## src/dzPkg.sv

```systemverilog
// Shared sizes and encodings for the four-line terminal multiplexer
// SiloDepth must be a power of two since the silo pointers wrap freely
package dzPkg;

   ////////////////////////////////////////////////////////////////////////////
   // Sizes
   ////////////////////////////////////////////////////////////////////////////

   // Terminal lines and line number width
   localparam int NumLines  = 4;
   localparam int LineBits  = 2;

   // Character width
   localparam int CharBits  = 8;

   // Receive silo entries and pointer width
   localparam int SiloDepth = 16;
   localparam int SiloBits  = $clog2(SiloDepth);

   ////////////////////////////////////////////////////////////////////////////
   // Encodings
   ////////////////////////////////////////////////////////////////////////////

   // Word addresses, from PADDR[3:2]
   typedef enum logic [1:0] {
      regCsr  = 2'd0,
      regRbuf = 2'd1,
      regTcr  = 2'd2,
      regTdr  = 2'd3
   } regAddr_t;

   // Rx and tx request machines
   typedef enum logic [1:0] {
      intIdle,
      intAct,
      intWait
   } intState_t;

   // Acknowledge/vector arbiter
   typedef enum logic [2:0] {
      arbIdle,
      arbAck,
      arbVect,
      arbVectClr,
      arbRxDone,
      arbTxDone
   } arbState_t;

endpackage

```

## src/dzSilo.sv

```systemverilog
// Receive silo; one hold register per line, lowest held line moves first
// Overrun is sticky until the next entry is popped
`timescale 1ns/1ns

module dzSilo
(
   input  logic                                        clk,
   input  logic                                        rst,
   input  logic                                        mse,
   input  logic [dzPkg::NumLines-1:0]                  rxStrobe,
   input  logic [dzPkg::NumLines*dzPkg::CharBits-1:0]  rxData,
   input  logic                                        rbufRead,
   output logic                                        siloValid,
   output logic [dzPkg::LineBits-1:0]                  siloLine,
   output logic [dzPkg::CharBits-1:0]                  siloChar,
   output logic                                        siloOverrun
);

   // Per-line hold registers
   logic [dzPkg::NumLines-1:0] holdFull;
   logic [dzPkg::CharBits-1:0] holdChar [dzPkg::NumLines];
   logic [dzPkg::NumLines-1:0] holdLoad;
   logic [dzPkg::NumLines-1:0] holdLost;

   // Priority picker
   logic                       pickValid;
   logic [dzPkg::LineBits-1:0] pickLine;
   logic [dzPkg::NumLines-1:0] drain;

   // Circular FIFO, entry is {line, char}
   logic [dzPkg::LineBits+dzPkg::CharBits-1:0] fifoMem [dzPkg::SiloDepth];
   logic [dzPkg::SiloBits-1:0] wrPtr;
   logic [dzPkg::SiloBits-1:0] rdPtr;
   logic [dzPkg::SiloBits:0]   count;
   logic                       fifoFull;
   logic                       wrEn;
   logic                       pop;
   logic                       drop;

   ////////////////////////////////////////////////////////////////////////////
   // Pick lowest held line, decide per-line capture
   ////////////////////////////////////////////////////////////////////////////

   always_comb
   begin
      pickValid = |holdFull;
      pickLine  = '0;
      drain     = '0;
      // Walk downward so line 0 wins
      for (int n = dzPkg::NumLines - 1; n >= 0; n--)
      begin
         if (holdFull[n])
            pickLine = n[dzPkg::LineBits-1:0];
      end
      if (pickValid)
         drain[pickLine] = 1'b1;
      // Full hold register not drained this cycle loses the new char
      holdLoad = {dzPkg::NumLines{mse}} & rxStrobe & (~holdFull | drain);
      holdLost = {dzPkg::NumLines{mse}} & rxStrobe & holdFull & ~drain;
   end

   always_ff @(posedge clk or posedge rst)
   begin
      if (rst)
         holdFull <= '0;
      else
         holdFull <= holdLoad | (holdFull & ~drain);
   end

   always_ff @(posedge clk)
   begin
      for (int n = 0; n < dzPkg::NumLines; n++)
      begin
         if (holdLoad[n])
            holdChar[n] <= rxData[n*dzPkg::CharBits +: dzPkg::CharBits];
      end
   end

   ////////////////////////////////////////////////////////////////////////////
   // FIFO
   ////////////////////////////////////////////////////////////////////////////

   assign fifoFull  = (count == dzPkg::SiloDepth);
   assign pop       = rbufRead && (count != 0);
   // A pop in the same cycle frees the slot
   assign wrEn      = pickValid && (!fifoFull || pop);
   assign drop      = pickValid && !wrEn;

   always_ff @(posedge clk)
   begin
      if (wrEn)
         fifoMem[wrPtr] <= {pickLine, holdChar[pickLine]};
   end

   always_ff @(posedge clk or posedge rst)
   begin
      if (rst)
      begin
         wrPtr   <= '0;
         rdPtr   <= '0;
         count   <= '0;
         siloOverrun <= 1'b0;
      end
      else
      begin
         if (wrEn)
            wrPtr <= wrPtr + 1'b1;
         if (pop)
            rdPtr <= rdPtr + 1'b1;
         case ({wrEn, pop})
            2'b10:   count <= count + 1'b1;
            2'b01:   count <= count - 1'b1;
            default: count <= count;
         endcase
         // New loss wins over the clearing read
         if ((|holdLost) || drop)
            siloOverrun <= 1'b1;
         else if (pop)
            siloOverrun <= 1'b0;
      end
   end

   assign siloValid = (count != 0);
   assign {siloLine, siloChar} = fifoMem[rdPtr];

   // Occupancy bound
   assert property (@(posedge clk) disable iff (rst) count <= dzPkg::SiloDepth);

endmodule

```

## src/dzTxScan.sv

```systemverilog
// Round-robin transmit scanner checking one line per clock
// txData is only meaningful while txStrobe is high
`timescale 1ns/1ns

module dzTxScan
(
   input  logic                       clk,
   input  logic                       rst,
   input  logic                       mse,
   input  logic [dzPkg::NumLines-1:0] lineEnable,
   input  logic [dzPkg::NumLines-1:0] txReady,
   input  logic                       tdrWrite,
   input  logic [dzPkg::CharBits-1:0] tdrChar,
   output logic                       trdy,
   output logic [dzPkg::LineBits-1:0] tline,
   output logic [dzPkg::NumLines-1:0] txStrobe,
   output logic [dzPkg::CharBits-1:0] txData
);

   // Scan pointer frozen while trdy is set
   logic [dzPkg::LineBits-1:0] scanPtr;
   logic                       lineHit;
   logic                       send;

   // Current line can take a character
   assign lineHit = lineEnable[scanPtr] && txReady[scanPtr];
   // Only a write while a line is offered goes out
   assign send    = tdrWrite && trdy;

   ////////////////////////////////////////////////////////////////////////////
   // Scanner
   ////////////////////////////////////////////////////////////////////////////

   always_ff @(posedge clk or posedge rst)
   begin
      if (rst)
      begin
         scanPtr <= '0;
         trdy    <= 1'b0;
      end
      else if (!mse)
         trdy <= 1'b0;
      else if (send)
      begin
         // Resume after the line just served
         trdy    <= 1'b0;
         scanPtr <= scanPtr + 1'b1;
      end
      else if (!trdy)
      begin
         if (lineHit)
            trdy <= 1'b1;
         else
            scanPtr <= scanPtr + 1'b1;
      end
   end

   assign tline = scanPtr;

   ////////////////////////////////////////////////////////////////////////////
   // Strobe decode
   ////////////////////////////////////////////////////////////////////////////

   always_ff @(posedge clk or posedge rst)
   begin
      if (rst)
         txStrobe <= '0;
      else
      begin
         txStrobe <= '0;
         if (send)
            txStrobe[scanPtr] <= 1'b1;
      end
   end

   // Character for the strobed line
   always_ff @(posedge clk)
   begin
      if (send)
         txData <= tdrChar;
   end

   // Never more than one line strobed
   assert property (@(posedge clk) disable iff (rst) $onehot0(txStrobe));

endmodule

```

## src/dzIntr.sv

```systemverilog
// Rx/tx interrupt requests with acknowledge and vector handshake
// Vector value is produced elsewhere; rx is served before tx
`timescale 1ns/1ns

module dzIntr
(
   input  logic clk,
   input  logic rst,
   input  logic rxReq,
   input  logic txReq,
   input  logic intAck,
   input  logic intVect,
   output logic rxIrq,
   output logic txIrq
);

   dzPkg::intState_t rxState;
   dzPkg::intState_t txState;
   dzPkg::arbState_t arbState;
   logic             rxClr;
   logic             txClr;

   // Request machine step, shared by rx and tx
   function automatic dzPkg::intState_t reqNext(dzPkg::intState_t cur, logic req,
                                                logic clr);
      dzPkg::intState_t nxt;
      nxt = cur;
      case (cur)
         dzPkg::intIdle: if (req) nxt = dzPkg::intAct;
         dzPkg::intAct:  if (clr) nxt = dzPkg::intWait;
         // Hold off until the source drops its request
         dzPkg::intWait: if (!req) nxt = dzPkg::intIdle;
         default:        nxt = dzPkg::intIdle;
      endcase
      return nxt;
   endfunction

   ////////////////////////////////////////////////////////////////////////////
   // Request machines
   ////////////////////////////////////////////////////////////////////////////

   always_ff @(posedge clk or posedge rst)
   begin
      if (rst)
      begin
         rxState <= dzPkg::intIdle;
         txState <= dzPkg::intIdle;
      end
      else
      begin
         rxState <= reqNext(rxState, rxReq, rxClr);
         txState <= reqNext(txState, txReq, txClr);
      end
   end

   assign rxIrq = (rxState == dzPkg::intAct);
   assign txIrq = (txState == dzPkg::intAct);

   ////////////////////////////////////////////////////////////////////////////
   // Arbiter
   ////////////////////////////////////////////////////////////////////////////

   always_ff @(posedge clk or posedge rst)
   begin
      if (rst)
         arbState <= dzPkg::arbIdle;
      else
      begin
         case (arbState)
            dzPkg::arbIdle:
               if (rxIrq || txIrq)
                  arbState <= dzPkg::arbAck;
            dzPkg::arbAck:
               if (intAck)
                  arbState <= dzPkg::arbVect;
            dzPkg::arbVect:
               if (intVect)
                  arbState <= dzPkg::arbVectClr;
            dzPkg::arbVectClr:
               // Vector cycle over, clear rx first
               if (!intVect)
               begin
                  if (rxIrq)
                     arbState <= dzPkg::arbRxDone;
                  else if (txIrq)
                     arbState <= dzPkg::arbTxDone;
               end
            default:
               arbState <= dzPkg::arbIdle;
         endcase
      end
   end

   assign rxClr = (arbState == dzPkg::arbRxDone);
   assign txClr = (arbState == dzPkg::arbTxDone);

   // A done state always has a request to clear
   assert property (@(posedge clk) disable iff (rst)
      (rxClr || txClr) |-> (rxIrq || txIrq));

endmodule

```

## src/dzRegs.sv

```systemverilog
// APB slave with zero wait states; PREADY and PSLVERR are not provided
// Reads of TDR return zero, writes to RBUF are ignored
`timescale 1ns/1ns

module dzRegs
(
   input  logic                       clk,
   input  logic                       rst,
   input  logic                       PSEL,
   input  logic                       PENABLE,
   input  logic                       PWRITE,
   input  logic [3:0]                 PADDR,
   input  logic [31:0]                PWDATA,
   output logic [31:0]                PRDATA,
   input  logic                       siloValid,
   input  logic [dzPkg::LineBits-1:0] siloLine,
   input  logic [dzPkg::CharBits-1:0] siloChar,
   input  logic                       siloOverrun,
   input  logic                       trdy,
   input  logic [dzPkg::LineBits-1:0] tline,
   output logic                       mse,
   output logic [dzPkg::NumLines-1:0] lineEnable,
   output logic                       rbufRead,
   output logic                       tdrWrite,
   output logic [dzPkg::CharBits-1:0] tdrChar,
   output logic                       rxReq,
   output logic                       txReq
);

   dzPkg::regAddr_t addr;
   logic            access;
   logic            wrAccess;
   logic            rdAccess;
   // CSR enables
   logic            rxIe;
   logic            txIe;

   ////////////////////////////////////////////////////////////////////////////
   // Decode
   ////////////////////////////////////////////////////////////////////////////

   assign addr     = dzPkg::regAddr_t'(PADDR[3:2]);
   // Access phase, always one cycle
   assign access   = PSEL && PENABLE;
   assign wrAccess = access && PWRITE;
   assign rdAccess = access && !PWRITE;

   // Pulses toward silo and scanner
   assign rbufRead = rdAccess && (addr == dzPkg::regRbuf);
   assign tdrWrite = wrAccess && (addr == dzPkg::regTdr);
   assign tdrChar  = PWDATA[dzPkg::CharBits-1:0];

   ////////////////////////////////////////////////////////////////////////////
   // Writable registers
   ////////////////////////////////////////////////////////////////////////////

   always_ff @(posedge clk or posedge rst)
   begin
      if (rst)
      begin
         rxIe       <= 1'b0;
         txIe       <= 1'b0;
         mse        <= 1'b0;
         lineEnable <= '0;
      end
      else if (wrAccess)
      begin
         case (addr)
            dzPkg::regCsr:
            begin
               // Status bits are read only
               txIe <= PWDATA[14];
               rxIe <= PWDATA[6];
               mse  <= PWDATA[5];
            end
            dzPkg::regTcr:
               lineEnable <= PWDATA[dzPkg::NumLines-1:0];
            default:
               lineEnable <= lineEnable;
         endcase
      end
   end

   ////////////////////////////////////////////////////////////////////////////
   // Read mux
   ////////////////////////////////////////////////////////////////////////////

   always_comb
   begin
      PRDATA = '0;
      case (addr)
         dzPkg::regCsr:
         begin
            PRDATA[15]                     = trdy;
            PRDATA[14]                     = txIe;
            PRDATA[8 +: dzPkg::LineBits]   = tline;
            // rdone mirrors silo not empty
            PRDATA[7]                      = siloValid;
            PRDATA[6]                      = rxIe;
            PRDATA[5]                      = mse;
         end
         dzPkg::regRbuf:
         begin
            PRDATA[15] = siloValid;
            PRDATA[14] = siloOverrun;
            // Line and char only for a real entry
            if (siloValid)
            begin
               PRDATA[8 +: dzPkg::LineBits]   = siloLine;
               PRDATA[dzPkg::CharBits-1:0]    = siloChar;
            end
         end
         dzPkg::regTcr:
            PRDATA[dzPkg::NumLines-1:0] = lineEnable;
         default:
            PRDATA = '0;
      endcase
   end

   // Interrupt requests
   assign rxReq = siloValid && rxIe;
   assign txReq = trdy && txIe;

   // APB access phase needs a select
   assert property (@(posedge clk) disable iff (rst) PENABLE |-> PSEL);

endmodule

```

## src/dzTop.sv

```systemverilog
// Four-line multiplexer top; APB slave plus receive, transmit and interrupt
// Line serialization and vector generation live outside this block
`timescale 1ns/1ns

module dzTop
(
   input  logic                                        clk,
   input  logic                                        rst,
   // APB
   input  logic                                        PSEL,
   input  logic                                        PENABLE,
   input  logic                                        PWRITE,
   input  logic [3:0]                                  PADDR,
   input  logic [31:0]                                 PWDATA,
   output logic [31:0]                                 PRDATA,
   // Receive lines
   input  logic [dzPkg::NumLines-1:0]                  rxStrobe,
   input  logic [dzPkg::NumLines*dzPkg::CharBits-1:0]  rxData,
   // Transmit lines
   input  logic [dzPkg::NumLines-1:0]                  txReady,
   output logic [dzPkg::NumLines-1:0]                  txStrobe,
   output logic [dzPkg::CharBits-1:0]                  txData,
   // Interrupt bus
   input  logic                                        intAck,
   input  logic                                        intVect,
   output logic                                        rxIrq,
   output logic                                        txIrq
);

   // Shared control
   logic                       mse;
   logic [dzPkg::NumLines-1:0] lineEnable;
   // Silo side
   logic                       rbufRead;
   logic                       siloValid;
   logic [dzPkg::LineBits-1:0] siloLine;
   logic [dzPkg::CharBits-1:0] siloChar;
   logic                       siloOverrun;
   // Scanner side
   logic                       tdrWrite;
   logic [dzPkg::CharBits-1:0] tdrChar;
   logic                       trdy;
   logic [dzPkg::LineBits-1:0] tline;
   // Interrupt requests
   logic                       rxReq;
   logic                       txReq;

   dzRegs regs (
      .clk(clk), .rst(rst),
      .PSEL(PSEL), .PENABLE(PENABLE), .PWRITE(PWRITE),
      .PADDR(PADDR), .PWDATA(PWDATA), .PRDATA(PRDATA),
      .siloValid(siloValid), .siloLine(siloLine), .siloChar(siloChar),
      .siloOverrun(siloOverrun), .trdy(trdy), .tline(tline),
      .mse(mse), .lineEnable(lineEnable), .rbufRead(rbufRead),
      .tdrWrite(tdrWrite), .tdrChar(tdrChar), .rxReq(rxReq), .txReq(txReq)
   );

   dzSilo silo (
      .clk(clk), .rst(rst), .mse(mse),
      .rxStrobe(rxStrobe), .rxData(rxData), .rbufRead(rbufRead),
      .siloValid(siloValid), .siloLine(siloLine), .siloChar(siloChar),
      .siloOverrun(siloOverrun)
   );

   dzTxScan txScan (
      .clk(clk), .rst(rst), .mse(mse),
      .lineEnable(lineEnable), .txReady(txReady),
      .tdrWrite(tdrWrite), .tdrChar(tdrChar),
      .trdy(trdy), .tline(tline), .txStrobe(txStrobe), .txData(txData)
   );

   dzIntr intr (
      .clk(clk), .rst(rst),
      .rxReq(rxReq), .txReq(txReq),
      .intAck(intAck), .intVect(intVect),
      .rxIrq(rxIrq), .txIrq(txIrq)
   );

endmodule

```

## config.mk

```make
export PLATFORM = sky130hd
export DESIGN_NAME = dzTop
export DESIGN_NICKNAME = d
export VERILOG_FILES = /design/src/dzPkg.sv /design/src/dzSilo.sv /design/src/dzTxScan.sv /design/src/dzIntr.sv /design/src/dzRegs.sv /design/src/dzTop.sv
export SDC_FILE = /design/constraint.sdc
export NUM_CORES = 1
export LEC_CHECK = 0
export ABC_CLOCK_PERIOD_IN_PS = 2850
export BUFFER_PORTS_ARGS = -buffer_cell sky130_fd_sc_hd__buf_2
export CORE_ASPECT_RATIO = 1.75
export CORE_MARGIN = 2
export CORE_UTILIZATION = 60
export CTS_BUF_LIST = sky130_fd_sc_hd__clkbuf_2
export DETAILED_ROUTE_END_ITERATION = 6
export PLACE_DENSITY = 0.9
export SYNTH_ARGS = -nofsm -noshare
export SYNTH_HDL_FRONTEND = slang
export SYNTH_SLANG_ARGS = --single-unit
export TNS_END_PERCENT = 30
```

## constraint.sdc

```tcl
create_clock -name clk -period 2.85 [get_ports clk]
set_input_delay 0.57 -clock clk [delete_from_list [all_inputs] [get_ports clk]]
set_output_delay 0.57 -clock clk [all_outputs]
set_load 0.01 [all_outputs]
```

* Word level (Yosys, flattened, before mapping) *
Memories as Yosys holds them, arrays and structs flattened.
Index checks and enable logic that the tools add are counted.

cells by class
  add/subtract/negate cells = 5
  multipliers = 0
  divide/modulo/power cells = 0
  order comparisons = 4
  eq/ne operators = 28
  shift operators = 0
  mux-type cells = 54
  bitwise logic cells = 9
  reduce and logical (&&, ||, !) cells = 35

operator list
  cell                                                                     number
  2-bit 2-to-1 mux                                                         13
  1-bit 2-to-1 mux                                                         21
  4-bit bitwise AND                                                        5
  5-bit case mux with 2 select lines                                       2
  3-bit 2-to-1 mux                                                         6
  2-bit inequality test, second input constant                             9
  1-bit logical AND                                                        14
  2-bit case mux with 3 select lines                                       2
  3-bit case mux with 4 select lines                                       1
  2-bit equality test, second input constant                               5
  10-bit 2-to-1 mux                                                        1
  3-bit AND reduction                                                      3
  4-bit by 1-bit adder with 4-bit output, second input constant            2
  2-bit by 1-bit equality test with 1-bit output, second input constant    4
  4-bit 2-to-1 mux                                                         2
  4-bit inverter                                                           2
  4-bit OR                                                                 2
  4-bit case mux with 2 select lines                                       1
  4-bit OR reduction                                                       2
  3-bit by 2-bit equality test with 1-bit output, second input constant    2
  3-bit equality test, second input constant                               2
  2-bit logical NOT                                                        3
  2-bit by 3-bit < comparator with 1-bit output, second input constant     2
  2-bit by 1-bit inequality test with 1-bit output, second input constant  3
  17 further kinds                                                         26

storage, ports and cells
  bits in registers = 47
  latch bits = 0
  RAM bits = 192
  memory bits (read-only) = 0
  input port bits = 83
  output and inout port bits = 46
  memories = 2

memories
  memory         words  bits a word  read ports  clocked after memory_dff  wr ports  line          source
  silo.fifoMem   16     10           1           0                         1         dzSilo.sv:31  logic [dzPkg::LineBits+dzPkg::CharBits-1:0] fifoMem [dzPkg::SiloDepth];
  silo.holdChar  4      8            1           0                         4         dzSilo.sv:21  logic [dzPkg::CharBits-1:0] holdChar [dzPkg::NumLines];

* Longest topological paths before layout *
Gate-level depths: netlist (run 1).

  word-level depth = 14
  mapped depth = 11
  mapped depth without buffers = 10

* By module *
From an unflattened synthesis (run 1), not the netlist that was laid out.

second synthesis, totals
  cell total of the unflattened synthesis = 577
  area total of the unflattened synthesis = 10,133.5 µm²

modules (own cells, without submodules)
  module    instances  cells each  area an instance (µm²)  seq. area each (µm²)
  dzSilo    1          410         8,388.0                 6,216.0
  dzRegs    1          85          772.0                   175.2
  dzTxScan  1          48          643.1                   415.4
  dzIntr    1          34          330.3                   175.2

* Worst setup path after synthesis (run 1) *
Ideal clock, no wire load.

  path kind = input -> register
  start point = input port PADDR[3]
  end point = memory silo.fifoMem[3][0] (netlist name), enable pin
  setup time = 390 ps
  arrival time = 2,545 ps
  slack = -85 ps
  cell stages on the path = 7
  cells stage by stage = inv_1 > ha_1 > clkbuf_1 > nand4b_1 > a31oi_1 > nand2_1 > nor3_1

between the ends
  longest elaborated chain between the ends = 7

RTL lines
  item                                            line          source
  from (decl)                                     dzTop.sv:13   input logic [3:0] PADDR,
  2-bit by 1-bit equality test with 1-bit output  dzRegs.sv:49  assign rbufRead = rdAccess && (addr == dzPkg::regRbuf);
  1-bit logical AND                               dzRegs.sv:49
  1-bit logical AND                               dzSilo.sv:84  assign pop = rbufRead && (count != 0);
  1-bit logical OR                                dzSilo.sv:86  assign wrEn = pickValid && (!fifoFull || pop);
  1-bit logical AND                               dzSilo.sv:86
  1-bit 2-to-1 mux                                dzSilo.sv:91  if (wrEn)
  1-bit 2-to-1 mux (implied by the code)          dzSilo.sv:92  fifoMem[wrPtr] <= {pickLine, holdChar[pickLine]};
  to (decl)                                       dzSilo.sv:31

No other way between the ends.

* Final worst setup path (run 1) *
  start point = register silo.rdPtr[0] (netlist name)
  end point = output port PRDATA[2]

between the ends
  longest elaborated chain between the ends = 3

RTL lines
  item                                line           source
  from (decl)                         dzSilo.sv:33   logic [dzPkg::SiloBits-1:0] rdPtr;
  from (signal assigned)              dzSilo.sv:109  rdPtr <= rdPtr + 1'b1;
  memory read 16 x 10 bit             n/a
  10-bit 2-to-1 mux                   dzRegs.sv:107  if (siloValid)
  4-bit case mux with 2 select lines  dzRegs.sv:91   case (addr)
  to (decl)                           dzTop.sv:15    output logic [31:0] PRDATA,

No other way between the ends.

==> impl_metrics.toml, run 1 <==
[finish]
nFillCells = 890
layout-drive-gt1-share_pct = 34.5
mostFrequentLayoutCells = "edfxtp_1, buf_2, clkbuf_2, buf_4, dlygate4sd3_1"
final_common_cell = "edfxtp_1"
nets = 903
design_area_um2 = 12000
syn2layout_area_growth_pct = 20.0

[synth]
syn_area_um2 = 10000
synth_warnings = 0
synth_fa_ha_area_share_pct = 2.20
synth-compound-area-share_pct = 5.69
syn_inst = 598
synth_xor_area_share_pct = 0.788
synthDistinctLibCells = 53
synth_edf_count = 200
synth_top_family_by_area = "multiplexers"
synthMuxAreaShare_pct = 11.8
synth_seq_cells = 239
ys.flop_type = "edfxtp_1"
synth_area_per_cell_um2 = 16.7
yosysSeqAreaShare_pct = 69.8
ys_async_sr_fraction_pct = 16.3
synthSimpleGateAreaFrac_pct = 6.38

[die]
die_area_um2 = 17800
die_h_um = 175
ioPinCount = 129
initial_utilization_pct = 61.1
coreArea_um2 = 16400
num_rows = 62
die-width_um = 102

[timing]
hold_viol = 0
fin_skew_ns = 0.121
drv_slew = 0
fin_tns_setup_ns = -3.89
slew_headroom_pct = 44.5
fmax_ghz = 0.304
tightest_slew_ns = 0.831
setup_viol = 11
timing.final.crit_share_pct = 116
fin_ws_ns = -0.444
period_minus_slack_ns = 3.29
rsz0062_at_grt = "yes"

[power]
ir_worst_vdd_mv = 0.482
powerDensity_nw_per_um2 = 886
leakage_nw = 4.59

[place]
portBuffers = 83
finalWeightedCongestion = 0.929
dp_hpwl_um = 15000
dp_slack_ns = 0.00471
placed_area_um2 = 10900

[drt]
routedWlPerCell_um = 22.0
vias = 6264
routed_wirelength_um = 23500
vias_per_cell = 5.87
drc_errors = 0
ant_nets = 0
first_pass_iters = 6
drt_iter0_drc = 570

[job]
max_cap_violations = 0

[clocking]
clk_latency_ns = 0.81
ctsLongestPathBuffers = 3
clock-sinks = 239
cts_tree = "yes"
cts_root_buf = "clkbuf_2"
cts-buffers-inserted = 49
htree_levels = 2
clk_pin_slew_worst_paths_ns = 0.12

[grt]
grt_use_met1_pct = 28.3
grt_pass1_vias = 6667
grt_max_degree = 41
grt_pass1_wl_um = 35000
antenna_found_initial = 1
grt_use_total_pct = 26.8
grt_util_met3_pct = 4.24
top_usage_layer = "met2"
met2_usage_pct = 48.8
overflow = 0

[critical_path]
r2r_cells = 8
crit_required_ns = 2.28
critPathKind = "flip-flop to output port"
r2r_slack_ns = -0.01
r2r_start = "silo.count[0]"
endpoint_kind = "output port"
start_kind = "flip-flop"
r2r_end = "silo.count[4]"
cp_data_arrival_time_ns = 2.72
startpoint = "silo.rdPtr[0]"
critPathMaxFanout = 8

[min_path]
hold_start = "PWDATA[4]"
holdPathEnd = "txScan.txData[4]"
min_path_cells = 1
hold_class = "input port to flip-flop"

[run_status]
violations = "negative setup slack"
status = "finished, violations left"
[timing repair]
action / 4_1_cts / 5_1_grt
endpoints found under the hold margin: 60 / 0
buffers inserted: 10 / 2
pin swaps: 5 / 5
gates resized for setup: 15 / 8
hold buffers: 41 / 0
endpoints found under the setup margin: 11 / 11
cloned: 2 / 1
[layer usage]
layer | wire [um] | share of wire, % | vias to the layer above
met5 | 0 | 0 | -
met4 | 1020 | 4.3 | 0
met3 | 1450 | 6.2 | 67
met2 | 13300 | 57 | 356
met1 | 7740 | 33 | 3099
li1 | - | - | 2742
[stage by stage]
step / hold slack [ns] / total power (W) / std cells / utilization (%)
3_3_place_gp: 0.440 / 0.00792 / 921 / 66.5
5_1_grt: 0.00153 / 0.0111 / 1068 / 73.4
2_1_floorplan: 0.425 / 0.00707 / 617 / -
4_1_cts: 0.00735 / 0.0105 / 1065 / 73.1
6_report: 0.0411 / 0.0106 / 1068 / 73.4
3_5_place_dp: 0.462 / 0.00816 / 921 / 66.5
[state kept, by name, summed over array words and instances, names as in the netlist, 2 cells and up]
name and cells:
silo.rdPtr 4, silo.wrPtr 4, silo.holdFull 4, intr.rxState 2, txScan.tline 2, intr.txState 2
silo.fifoMem 160, silo.count 5, intr.arbState 3, regs.lineEnable 4, silo.holdChar 32, txScan.txData 8
txScan.txStrobe 4
[where the power goes]
part	switching [W]	internal, W	total [W]
sequential	0.000456	0.00467	0.00512
clock	0.00125	0.000769	0.00202
combinational	0.00188	0.00161	0.00349
total	0.00359	0.00704	0.0106
[final cells by class]
cell class,instances,area (um^2),share of cell area [%]
sequential,239,6990,58.2
multi-input combinational,314,2850,23.8
timing repair buffer,181,1350,11.3
clock buffer,71,355,2.96
tap,224,280,2.33
clock inverter,20,109,0.907
inverter,18,67.6,0.563
antenna,1,2.50,0.0208
[cells by family after synthesis]
family,Yosys count
and+or+nand+nor,124
adders and majority gates,17
muxes,67
AOI/OAI and AO/OA,77
DFF,239
buffers and inverters,64
xor gates and xnor gates,9
other,1
[Yosys cell counts (all sizes together), types with 10 or more instances]
cell,n,share of area (%)
a21oi,11,0.55
buf,33,2.1
clkbuf,13,0.49
dfrtp,39,9.8
edfxtp,200,60
ha,16,2.0
inv,18,0.68
mux2i,18,1.8
mux4,40,9.0
nand2,36,1.4
nand3,14,0.70
nor2,18,0.68
nor2b,15,0.94
nor3,10,0.50
o21ai,16,0.84
[how the worst max path moves through the flow]
stage	endpoint	slack (ns)	depth (start not counted)
after global routing	PRDATA[8]	-0.53	6
after detailed placement	silo.count[4]	0.005	10
after global placement	silo.count[4]	0.15	10
after floorplan	silo.fifoMem[1][0]	-0.04	7
final	PRDATA[2]	-0.44	6
after CTS	PRDATA[1]	-0.45	7
[worst max-delay path, cell delays in order, from the launching register on]
cell and delay, ns:
dfrtp_4 0.56, buf_12 0.17, mux4_2 0.53, mux2i_2 0.23, o21a_1 0.16, o21ai_1 0.12, buf_2 0.17
Note: power is estimated with default switching activity, not from simulation.
==> run 2: changes to the inputs <==
==> constraint.sdc (replaced) <==
create_clock -name clk -period 2.85 [get_ports clk]
set_input_delay 0.285 -clock clk [delete_from_list [all_inputs] [get_ports clk]]
set_output_delay 0.285 -clock clk [all_outputs]
set_load 0.01 [all_outputs]
==> run 2 against run 1 <==
The flow still finishes with violations (negative setup slack); via count up 1.3%; cell count up 0.19%; global-route usage up 0.21 points; sequential power about the same; die area unchanged; register-to-register slack better by 0.03 ns; wire length down 0.66%; setup slack better by 0.33 ns; fmax up 11%; largest power group unchanged.
==> impl_metrics.toml, run 2 (synthesis results as in run 1) <==
[finish]
syn2layout_area_growth_pct = 20.7
nets = 906
mostFrequentLayoutCells = "edfxtp_1, buf_2, clkbuf_2, dlygate4sd3_1, buf_4"
largest_reg_flops = 160
nFillCells = 886
layout-drive-gt1-share_pct = 33.4
design_area_um2 = 12100
top_register = "silo.fifoMem"
final_common_cell = "edfxtp_1"
reg_top3 = "silo.fifoMem (160), silo.holdChar (32), txScan.txData (8)"

[power]
switchingPower_w = 0.00361
intPower_w = 0.00707
sequentialPowerShare_pct = 47.8
p_sw_share_pct = 33.8
clkPwrFrac_pct = 19.5
power_w = 0.0107
powerDensity_nw_per_um2 = 885
ir_worst_vdd_mv = 0.457
leakage_nw = 4.60
combPwrFrac_pct = 32.7

[critical_path]
r2r_cells = 8
r2r_end = "silo.count[4]"
crit_required_ns = 2.57
critPathKind = "flip-flop to output port"
start_kind = "flip-flop"
r2r_start = "silo.count[0]"
r2r_slack_ns = 0.02
endpoint_kind = "output port"
cp-endpoint = "PRDATA[7]"
critPathMaxFanout = 7
startpoint = "silo.rdPtr[0]"
cp_data_arrival_time_ns = 2.68

[die]
initial_utilization_pct = 61.1
num_rows = 62
die_h_um = 175
coreArea_um2 = 16400
ioPinCount = 129
die-width_um = 102
die_area_um2 = 17800

[clocking]
clk_pin_slew_worst_paths_ns = 0.13
clock-sinks = 239
cts-buffers-inserted = 48
ctsLongestPathBuffers = 3
cts_tree = "yes"
cts_root_buf = "clkbuf_2"
clk_latency_ns = 0.77
htree_levels = 2

[grt]
grt_pass1_wl_um = 35600
grt_pass1_vias = 6734
grt_max_degree = 41
overflow = 0
grt_use_total_pct = 27.0
antenna_found_initial = 1

[timing]
fmax_ghz = 0.337
holdWs_ns = 0.0910
fin_tns_setup_ns = -0.694
setup_viol = 9
rsz0062_at_grt = "yes"
hold_viol = 0
fin_ws_ns = -0.114
slew_headroom_pct = 41.9
period_minus_slack_ns = 2.96
fin_skew_ns = 0.0528
drv_slew = 0
timing.final.crit_share_pct = 104
tightest_slew_ns = 0.872

[place]
finalWeightedCongestion = 0.915
dp_hpwl_um = 14500
placed_area_um2 = 10900
dp_slack_ns = 0.0841
portBuffers = 83

[drt]
first_pass_iters = 5
vias = 6344
vias_per_cell = 5.93
routed_wirelength_um = 23300
drc_errors = 0
routedWlPerCell_um = 21.8
drt_iter0_drc = 671
ant_nets = 0

[job]
max_cap_violations = 0

[min_path]
hold_class = "input port to flip-flop"
min_path_cells = 3

[run_status]
violations = "negative setup slack"
status = "finished, violations left"
-- run 2: power groups by stage --
stage          clock, W  sequential [W]  combinational, W
6_report        0.00209         0.00510           0.00349
5_1_grt         0.00226         0.00515           0.00373
4_1_cts         0.00208         0.00507           0.00335
3_5_place_dp          0         0.00515           0.00302
3_3_place_gp          0         0.00509           0.00285
2_1_floorplan         0         0.00492           0.00214
-- run 2: what timing repair did --
| action | in CTS | in global routing |
|---|---|---|
| gates resized for setup | 23 | 10 |
| setup buffers | 3 | 2 |
| cloned | 0 | 0 |
| pin swaps | 4 | 1 |
| hold buffers | 53 | 0 |
| hold endpoints to repair | 94 | 0 |
| setup endpoints to repair | 11 | 11 |
-- run 2: metrics by stage --
stage          util (%)  instances
2_1_floorplan         -        617
3_3_place_gp       66.4        922
3_5_place_dp       66.4        922
4_1_cts            73.4       1067
5_1_grt            73.8       1070
6_report           73.8       1070
-- run 2: area by class of cell --
class	count	area [um^2]	share of cell area, %
Clock buffer	65	325	2.69
Sequential cell	239	6990	57.9
Multi-Input combinational cell	314	2890	23.9
Tap cell	224	280	2.32
Timing Repair Buffer	185	1370	11.3
Antenna cell	1	2.50	0.0207
Inverter	18	67.6	0.560
Clock inverter	24	153	1.26
-- run 2: worst min-delay path by stage --
stage | startpoint | to
final | PENABLE | regs.lineEnable[3]
after global routing | PSEL | silo.siloOverrun
after CTS | PENABLE | regs.lineEnable[3]
after detailed placement | rst | intr.arbState[0]
after global placement | rst | intr.txState[1]
after floorplan | rxData[0] | silo.holdChar[0][0]
-- run 2: per-layer routing --
layer  global-route usage, %  up-vias  part of all wire, %
met2                    49.7      366                   56
met4                    14.4        0                  5.0
li1                        -     2739                    -
met3                    4.44       82                  5.9
met1                    28.5     3157                   33
met5                       0        -                    0
-- run 2: worst max-delay path: stages (launching register included) --
cell	delay, ns
dfrtp_4	0.55
buf_12	0.16
buf_6	0.10
mux4_2	0.49
a22o_1	0.20
a31oi_1	0.15
a21oi_1	0.11
buf_2	0.15
